### config.mk
export PLATFORM = sky130hd
export DESIGN_NAME = carry_resolver_top
export DESIGN_NICKNAME = d
export VERILOG_FILES = /design/src/carry_pkg.sv /design/src/carry_decode.sv /design/src/carry_execute.sv /design/src/carry_result.sv /design/src/carry_resolver_top.sv
export SDC_FILE = /design/constraint.sdc
export NUM_CORES = 1
export LEC_CHECK = 0
export BUFFER_PORTS_ARGS = -buffer_cell sky130_fd_sc_hd__buf_2
export CORE_AREA = 2 2 107 109
export DETAILED_ROUTE_END_ITERATION = 8
export DIE_AREA = 0 0 109 111
export PLACE_DENSITY = 0.75
export SYNTH_ARGS = -nofsm -noshare
export SYNTH_HDL_FRONTEND = slang
export SYNTH_SLANG_ARGS = --single-unit
### constraint.sdc
create_clock -name clk -period 8.9 [get_ports clk]
set_input_delay 1.335 -clock clk [delete_from_list [all_inputs] [get_ports clk]]
set_output_delay 1.335 -clock clk [all_outputs]
set_load 0.02 [all_outputs]
### src/carry_pkg.sv
// Shared widths, byte constants and enums for the carry-resolution stage
// Only bit 8 of a word is treated as the carry; bits 15:9 are ignored
package carry_pkg;

    // ------------------------------
    // Widths
    // ------------------------------
    localparam int byte_w = 8;
    localparam int word_w = 16;
    localparam int run_w  = 8;

    // Input beat to output record, in cycles
    localparam int pipe_lat = 3;

    typedef logic [byte_w-1:0] byte_t;
    typedef logic [word_w-1:0] word_t;
    typedef logic [run_w-1:0]  run_t;

    // Number of tail bytes in a record, 0 to 2
    typedef logic [1:0] tail_t;

    // A byte of this value can be absorbed into a run
    localparam byte_t byte_ff = {byte_w{1'b1}};

    // ------------------------------
    // Enums
    // ------------------------------

    // Number of words carried by one input beat
    typedef enum logic [1:0] {
        op_idle = 2'd0,
        op_one  = 2'd1,
        op_two  = 2'd2
    } op_e;

    // Pending words are 0xFF with no carry and may extend a run
    typedef enum logic [1:0] {
        cls_absent    = 2'd0,
        cls_pending   = 2'd1,
        cls_resolving = 2'd2
    } word_class_e;

endpackage

### src/carry_decode.sv
// Input register stage; accepts a beat every cycle with no back-pressure
// Op codes outside the enum are treated as idle
module carry_decode (
    input  logic                   clk,
    input  logic                   rst_n,
    input  carry_pkg::op_e         in_op,
    input  logic                   in_first,
    input  logic                   in_final,
    input  carry_pkg::word_t       in_word_a,
    input  carry_pkg::word_t       in_word_b,
    output logic                   dec_valid,
    output logic                   dec_first,
    output logic                   dec_final,
    output carry_pkg::word_t       dec_word_a,
    output carry_pkg::word_t       dec_word_b,
    output carry_pkg::word_class_e dec_class_a,
    output carry_pkg::word_class_e dec_class_b
);
    import carry_pkg::*;

    logic        present_a;
    logic        present_b;
    logic        beat_valid;
    word_class_e class_a;
    word_class_e class_b;

    // A word stays pending only if it can still be swallowed by a later carry
    function automatic word_class_e classify(input logic present, input word_t word);
        word_class_e cls;
        if (!present) begin
            cls = cls_absent;
        end else if ((word[byte_w-1:0] == byte_ff) && !word[byte_w]) begin
            cls = cls_pending;
        end else begin
            cls = cls_resolving;
        end
        return cls;
    endfunction

    always_comb begin
        case (in_op)
            op_one: begin
                present_a = 1'b1;
                present_b = 1'b0;
            end
            op_two: begin
                present_a = 1'b1;
                present_b = 1'b1;
            end
            default: begin
                present_a = 1'b0;
                present_b = 1'b0;
            end
        endcase
    end

    assign class_a    = classify(present_a, in_word_a);
    assign class_b    = classify(present_b, in_word_b);
    assign beat_valid = present_a || in_first || in_final;

    always_ff @(posedge clk) begin
        if (!rst_n) begin
            dec_valid   <= 1'b0;
            dec_first   <= 1'b0;
            dec_final   <= 1'b0;
            dec_class_a <= cls_absent;
            dec_class_b <= cls_absent;
        end else begin
            dec_valid   <= beat_valid;
            dec_first   <= in_first;
            dec_final   <= in_final;
            dec_class_a <= class_a;
            dec_class_b <= class_b;
        end
    end

    always_ff @(posedge clk) begin
        dec_word_a <= in_word_a;
        dec_word_b <= in_word_b;
    end

endmodule

### src/carry_execute.sv
// Holds the last non-0xFF byte and the 0xFF run behind it across beats
// Runs longer than 255 bytes and carries past the first byte of a block are not handled
module carry_execute (
    input  logic                   clk,
    input  logic                   rst_n,
    input  logic                   dec_valid,
    input  logic                   dec_first,
    input  logic                   dec_final,
    input  carry_pkg::word_t       dec_word_a,
    input  carry_pkg::word_t       dec_word_b,
    input  carry_pkg::word_class_e dec_class_a,
    input  carry_pkg::word_class_e dec_class_b,
    output logic                   exe_valid,
    output logic                   exe_last,
    output logic                   exe_head_valid,
    output carry_pkg::byte_t       exe_head,
    output carry_pkg::run_t        exe_run_len,
    output carry_pkg::byte_t       exe_run_byte,
    output carry_pkg::tail_t       exe_tail_count,
    output carry_pkg::byte_t       exe_tail_a,
    output carry_pkg::byte_t       exe_tail_b
);
    import carry_pkg::*;

    // ------------------------------
    // Held state
    // ------------------------------
    byte_t       held;
    logic        held_valid;
    run_t        run_cnt;

    // Beat seen as two lanes, lane 0 is word a
    word_class_e lane_cls   [2];
    byte_t       lane_low   [2];
    logic        lane_carry [2];

    // Next state and the record under construction
    byte_t       held_nx;
    logic        held_valid_nx;
    run_t        run_nx;
    logic        resolved;
    logic        head_valid_nx;
    byte_t       head_nx;
    run_t        run_len_nx;
    byte_t       run_byte_nx;
    tail_t       tail_count_nx;
    byte_t       tail_nx [2];

    assign lane_cls[0]   = dec_class_a;
    assign lane_cls[1]   = dec_class_b;
    assign lane_low[0]   = dec_word_a[byte_w-1:0];
    assign lane_low[1]   = dec_word_b[byte_w-1:0];
    assign lane_carry[0] = dec_word_a[byte_w];
    assign lane_carry[1] = dec_word_b[byte_w];

    // ------------------------------
    // Resolution of one beat
    // ------------------------------
    always_comb begin
        // A block start throws away whatever was still held
        held_valid_nx = held_valid && !dec_first;
        held_nx       = held;
        run_nx        = dec_first ? '0 : run_cnt;
        resolved      = 1'b0;
        head_valid_nx = 1'b0;
        head_nx       = '0;
        run_len_nx    = '0;
        run_byte_nx   = '0;
        tail_count_nx = '0;
        tail_nx[0]    = '0;
        tail_nx[1]    = '0;

        for (int i = 0; i < 2; i++) begin
            if (lane_cls[i] == cls_pending) begin
                if (held_valid_nx) begin
                    run_nx = run_nx + run_t'(1);
                end else begin
                    held_valid_nx = 1'b1;
                    held_nx       = lane_low[i];
                end
            end else if (lane_cls[i] == cls_resolving) begin
                if (held_valid_nx && resolved) begin
                    // Word b settles word a, which was held with an empty run
                    tail_nx[tail_count_nx[0]] = held_nx + byte_t'(lane_carry[i]);
                    tail_count_nx             = tail_count_nx + tail_t'(1);
                end else if (held_valid_nx) begin
                    head_valid_nx = 1'b1;
                    head_nx       = held_nx + byte_t'(lane_carry[i]);
                    run_len_nx    = run_nx;
                    run_byte_nx   = lane_carry[i] ? '0 : byte_ff;
                end
                held_valid_nx = 1'b1;
                held_nx       = lane_low[i];
                run_nx        = '0;
                resolved      = 1'b1;
            end
        end

        // Flush on final; the bytes pass with no carry
        if (dec_final && held_valid_nx) begin
            if (resolved) begin
                // Held byte came in this beat, so at most one 0xFF follows it
                tail_nx[tail_count_nx[0]] = held_nx;
                tail_count_nx             = tail_count_nx + tail_t'(1);
                if (run_nx != '0) begin
                    tail_nx[tail_count_nx[0]] = byte_ff;
                    tail_count_nx             = tail_count_nx + tail_t'(1);
                end
            end else begin
                head_valid_nx = 1'b1;
                head_nx       = held_nx;
                run_len_nx    = run_nx;
                run_byte_nx   = byte_ff;
            end
        end

        if (dec_final) begin
            held_valid_nx = 1'b0;
            run_nx        = '0;
        end
    end

    // ------------------------------
    // Registers
    // ------------------------------
    always_ff @(posedge clk) begin
        if (!rst_n) begin
            held_valid     <= 1'b0;
            run_cnt        <= '0;
            exe_valid      <= 1'b0;
            exe_last       <= 1'b0;
            exe_head_valid <= 1'b0;
            exe_run_len    <= '0;
            exe_tail_count <= '0;
        end else begin
            held_valid     <= held_valid_nx;
            run_cnt        <= run_nx;
            exe_valid      <= dec_valid;
            exe_last       <= dec_valid && dec_final;
            exe_head_valid <= head_valid_nx;
            exe_run_len    <= run_len_nx;
            exe_tail_count <= tail_count_nx;
        end
    end

    always_ff @(posedge clk) begin
        held         <= held_nx;
        exe_head     <= head_nx;
        exe_run_byte <= run_byte_nx;
        exe_tail_a   <= tail_nx[0];
        exe_tail_b   <= tail_nx[1];
    end

endmodule

### src/carry_result.sv
// Output register stage; byte fields of lanes that are not valid read as zero
// A record is emitted for any byte or for the last beat of a block
module carry_result (
    input  logic             clk,
    input  logic             rst_n,
    input  logic             exe_valid,
    input  logic             exe_last,
    input  logic             exe_head_valid,
    input  carry_pkg::byte_t exe_head,
    input  carry_pkg::run_t  exe_run_len,
    input  carry_pkg::byte_t exe_run_byte,
    input  carry_pkg::tail_t exe_tail_count,
    input  carry_pkg::byte_t exe_tail_a,
    input  carry_pkg::byte_t exe_tail_b,
    output logic             out_valid,
    output logic             out_last,
    output logic             out_head_valid,
    output carry_pkg::byte_t out_head,
    output carry_pkg::run_t  out_run_len,
    output carry_pkg::byte_t out_run_byte,
    output carry_pkg::tail_t out_tail_count,
    output carry_pkg::byte_t out_tail_a,
    output carry_pkg::byte_t out_tail_b
);
    import carry_pkg::*;

    logic  head_on;
    logic  run_on;
    logic  last_on;
    tail_t tail_cnt;
    run_t  run_len;
    byte_t head_m;
    byte_t run_byte_m;
    byte_t tail_a_m;
    byte_t tail_b_m;

    // Lane enables, all qualified by the record valid
    assign head_on  = exe_valid && exe_head_valid;
    assign run_on   = exe_valid && (exe_run_len != '0);
    assign last_on  = exe_valid && exe_last;
    assign tail_cnt = exe_valid ? exe_tail_count : '0;
    assign run_len  = run_on ? exe_run_len : '0;

    assign head_m     = head_on ? exe_head : '0;
    assign run_byte_m = run_on ? exe_run_byte : '0;
    assign tail_a_m   = (tail_cnt != '0) ? exe_tail_a : '0;
    assign tail_b_m   = (tail_cnt == tail_t'(2)) ? exe_tail_b : '0;

    always_ff @(posedge clk) begin
        if (!rst_n) begin
            out_valid      <= 1'b0;
            out_last       <= 1'b0;
            out_head_valid <= 1'b0;
            out_run_len    <= '0;
            out_tail_count <= '0;
        end else begin
            out_valid      <= head_on || run_on || (tail_cnt != '0) || last_on;
            out_last       <= last_on;
            out_head_valid <= head_on;
            out_run_len    <= run_len;
            out_tail_count <= tail_cnt;
        end
    end

    always_ff @(posedge clk) begin
        out_head     <= head_m;
        out_run_byte <= run_byte_m;
        out_tail_a   <= tail_a_m;
        out_tail_b   <= tail_b_m;
    end

endmodule

### src/carry_resolver_top.sv
// Carry-resolution stage, three register stages from input beat to output record
// Always ready; the source must respect the run length and carry limits of the package
module carry_resolver_top (
    input  logic             clk,
    input  logic             rst_n,
    input  carry_pkg::op_e   in_op,
    input  logic             in_first,
    input  logic             in_final,
    input  carry_pkg::word_t in_word_a,
    input  carry_pkg::word_t in_word_b,
    output logic             out_valid,
    output logic             out_last,
    output logic             out_head_valid,
    output carry_pkg::byte_t out_head,
    output carry_pkg::run_t  out_run_len,
    output carry_pkg::byte_t out_run_byte,
    output carry_pkg::tail_t out_tail_count,
    output carry_pkg::byte_t out_tail_a,
    output carry_pkg::byte_t out_tail_b
);
    import carry_pkg::*;

    // Decode to execute
    logic        dec_valid;
    logic        dec_first;
    logic        dec_final;
    word_t       dec_word_a;
    word_t       dec_word_b;
    word_class_e dec_class_a;
    word_class_e dec_class_b;

    // Execute to result
    logic        exe_valid;
    logic        exe_last;
    logic        exe_head_valid;
    byte_t       exe_head;
    run_t        exe_run_len;
    byte_t       exe_run_byte;
    tail_t       exe_tail_count;
    byte_t       exe_tail_a;
    byte_t       exe_tail_b;

    carry_decode decode0 (
        .clk         (clk),
        .rst_n       (rst_n),
        .in_op       (in_op),
        .in_first    (in_first),
        .in_final    (in_final),
        .in_word_a   (in_word_a),
        .in_word_b   (in_word_b),
        .dec_valid   (dec_valid),
        .dec_first   (dec_first),
        .dec_final   (dec_final),
        .dec_word_a  (dec_word_a),
        .dec_word_b  (dec_word_b),
        .dec_class_a (dec_class_a),
        .dec_class_b (dec_class_b)
    );

    carry_execute execute0 (
        .clk            (clk),
        .rst_n          (rst_n),
        .dec_valid      (dec_valid),
        .dec_first      (dec_first),
        .dec_final      (dec_final),
        .dec_word_a     (dec_word_a),
        .dec_word_b     (dec_word_b),
        .dec_class_a    (dec_class_a),
        .dec_class_b    (dec_class_b),
        .exe_valid      (exe_valid),
        .exe_last       (exe_last),
        .exe_head_valid (exe_head_valid),
        .exe_head       (exe_head),
        .exe_run_len    (exe_run_len),
        .exe_run_byte   (exe_run_byte),
        .exe_tail_count (exe_tail_count),
        .exe_tail_a     (exe_tail_a),
        .exe_tail_b     (exe_tail_b)
    );

    carry_result result0 (
        .clk            (clk),
        .rst_n          (rst_n),
        .exe_valid      (exe_valid),
        .exe_last       (exe_last),
        .exe_head_valid (exe_head_valid),
        .exe_head       (exe_head),
        .exe_run_len    (exe_run_len),
        .exe_run_byte   (exe_run_byte),
        .exe_tail_count (exe_tail_count),
        .exe_tail_a     (exe_tail_a),
        .exe_tail_b     (exe_tail_b),
        .out_valid      (out_valid),
        .out_last       (out_last),
        .out_head_valid (out_head_valid),
        .out_head       (out_head),
        .out_run_len    (out_run_len),
        .out_run_byte   (out_run_byte),
        .out_tail_count (out_tail_count),
        .out_tail_a     (out_tail_a),
        .out_tail_b     (out_tail_b)
    );

endmodule

==> impl_metrics.json <==
{
  "outcome": "completed",
  "final_util_pct": 51.8,
  "finalHoldViolations": 0,
  "top_regs": "decode0.dec_word_a x9, decode0.dec_word_b x9",
  "cp.required_ns": 9.25,
  "synth_mux_area_share_pct": 3.15,
  "finalMaxSlewViolations": 0,
  "min_delay_path_depth": 1,
  "peakVddDrop_mv": 0.108,
  "reg2regPathDepth": 15,
  "min_period_ns": 3.78,
  "cts_tree": "done",
  "max_cap_violations": 0,
  "worstSkewPairLatency_ns": 0.41,
  "clkSinkCount": 118,
  "max_freq_mhz": 265,
  "dieArea_mm2": 0.0121,
  "synthSimpleGateAreaFrac_pct": 22.8,
  "worst_slew_pin_slew_ns": 1.16,
  "rows": 39,
  "crit_fanout": 14,
  "layout_common_cells": "118 x dfxtp_1, 68 x buf_2, 37 x nand2_1",
  "synth_top_family_by_area": "simple AND/OR/NAND/NOR gates",
  "die_x_um": 109,
  "synth_seq_area_share_pct": 49.2,
  "ys_types": 64,
  "dr.pass1.iters": 6,
  "path_clk_slew_ns": 0.05,
  "path_depth": 15,
  "cts_resized": 0,
  "r2r_start": "decode0.dec_first",
  "critPathBufInv": 0,
  "crit_path_start_kind": "register",
  "synth.avg_cell_area_um2": 9.68,
  "reg2reg_slack_ns": 5.12,
  "tns_ns": 0,
  "synth_edf_count": 0,
  "worst_path_max_delay_cell": "dfxtp_1",
  "clock_skew_ns": 0.0129,
  "core-area_mm2": 0.0111,
  "fin_crit_sh_pct": 42.5,
  "async_flop_share_pct": 0,
  "rr_endpoint": "execute0.exe_tail_count[0]",
  "rsz0062_at_grt": "no",
  "holdBufCountCts": 0,
  "wl_per_cell_um": 15.0,
  "grt_max_degree": 35,
  "synth_area_mm2": 0.00480,
  "via_per_inst": 5.19,
  "path_cells": "nor2b_1 -> ha_1 -> nand3b_1 -> a21boi_0 -> nor2_1 -> nor2_1 -> ha_1 -> nand2_2 -> nor3_1 -> mux2i_1 -> and3_1 -> and3_1 -> ha_1 -> o22ai_1 -> and2_1",
  "syn_nets": 543,
  "die_h_um": 111,
  "port_buffers": 68,
  "synth_compound_area_share_pct": 14.8,
  "final_nets": 600,
  "grt_first_pass_wirelength_mm": 17.1,
  "hold_path.startpoint": "execute0.exe_tail_b[6]",
  "fin_cells": 709,
  "cp-end-kind": "register",
  "crit_type": "register to register",
  "start_util_pct": 43.4,
  "first_iter_violations": 355,
  "wl_mm": 10.6,
  "max-slew-margin-rel_pct": 22.5,
  "num_vias": 3682,
  "cts-htree-levels": 4,
  "clockRootBuffer": "clkbuf_16",
  "yosysWarnings": 0,
  "slowest_delay_ns": 0.61,
  "dpl.hpwl_mm": 7.92,
  "area_delta_synth_final_pct": 19.4,
  "cpMostUsedCell": "ha_1",
  "hp-class": "register to register",
  "synthAdderAreaFrac_pct": 2.55,
  "placed_cells": 677,
  "final_common_cell": "dfxtp_1",
  "synth_flop_cell": "dfxtp_1",
  "io_pins": 83,
  "leakagePower_nw": 2.48,
  "syn_inst": 496,
  "cts_buffer_depth": 2,
  "grt_pass1_vias": 3388,
  "setup_viol_count_final": 0,
  "post-route-drc-count": 0,
  "synth_xor_area_share_pct": 2.71,
  "gr-usage-all-layers_pct": 18.4,
  "antenna_cells": 0,
  "hold_path_end": "result0.out_tail_b[6]",
  "antenna_found_initial": 0,
  "critPathArrivalTime_ns": 4.13,
  "cts_post_setup_buffers_inserted": 0,
  "drive_gt1_share_pct": 20.5,
  "antenna_left": 0,
  "gr-total-overflow": 0,
  "powerDensity_mw_per_mm2": 228,
  "gp_congestion": 0.867,
  "cts_buffers": 17,
  "cp_top_family": "simple AND/OR/NAND/NOR gates",
  "ys_ff_latch": 118
}
-- worst max path at each step --
stage / from / to / slack, ns
2_1_floorplan: decode0.dec_first / execute0.exe_tail_count[0] / 5.75
3_3_place_gp: decode0.dec_first / execute0.exe_tail_count[0] / 5.30
3_5_place_dp: decode0.dec_first / execute0.exe_tail_count[0] / 5.12
4_1_cts: decode0.dec_first / execute0.exe_tail_count[0] / 5.12
5_1_grt: decode0.dec_first / execute0.exe_tail_count[0] / 4.82
6_report: decode0.dec_first / execute0.exe_tail_count[0] / 5.12
-- cells in the mapped netlist (all sizes together) (13+ instances only) --
cell / count / share of area (%)
nand2: 38 / 3.0
clkbuf: 13 / 1.0
buf: 17 / 2.4
dfxtp: 118 / 49
o21ai: 25 / 2.6
mux2i: 14 / 2.9
nand2b: 13 / 1.8
inv: 17 / 1.3
and2: 29 / 3.8
and3: 29 / 3.8
nor2: 33 / 2.8
-- kinds of logic after synthesis --
family,Yosys count
fa+ha+maj,10
simple gates,193
compound gates,99
flops,118
xor+xnor,14
buf+inv,47
mux,15
-- stage by stage --
step,power [mW],area [um2],setup WS (ns),hold slack [ns]
final,1.30,5730,5.12,0.425
after global routing,1.35,5730,4.82,0.447
after CTS,1.31,5730,5.12,0.429
after detailed placement,0.659,5160,5.12,0.417
after global placement,0.659,5160,5.30,0.415
after floorplan,0.634,4800,5.75,0.406
-- area by class of cell --
type	count	area, um2
multi-input cells	331	2210
clock inverters	11	126
repair buffers	68	340
well taps	143	179
flip-flops and latches	118	2360
inverters	17	63.8
fillers	992	5340
clock buffers	21	450
-- power by group --
group,switching (mW),internal [mW],total [mW]
combinational,0.0512,0.0351,0.0863
clock,0.235,0.419,0.654
sequential,0.0172,0.547,0.564
-- worst reg2reg max path: cells and delay by family, from the launching register on --
| family | cells | cell delay [ns] |
|---|---|---|
| muxes | 1 | 0.34 |
| and+or+nand+nor | 9 | 1.63 |
| AOI/OAI and AO/OA | 2 | 0.38 |
| DFF | 1 | 0.61 |
| adders and majority gates | 3 | 0.74 |
-- routing by layer --
metal,global-route usage [%],wire [um],vias up
li1,-,-,1867
met1,25.2,4900,1668
met2,27.7,4920,138
met3,4.53,674,9
met4,7.26,136,0
met5,0,0,-
(Power assumes the default switching activity.)
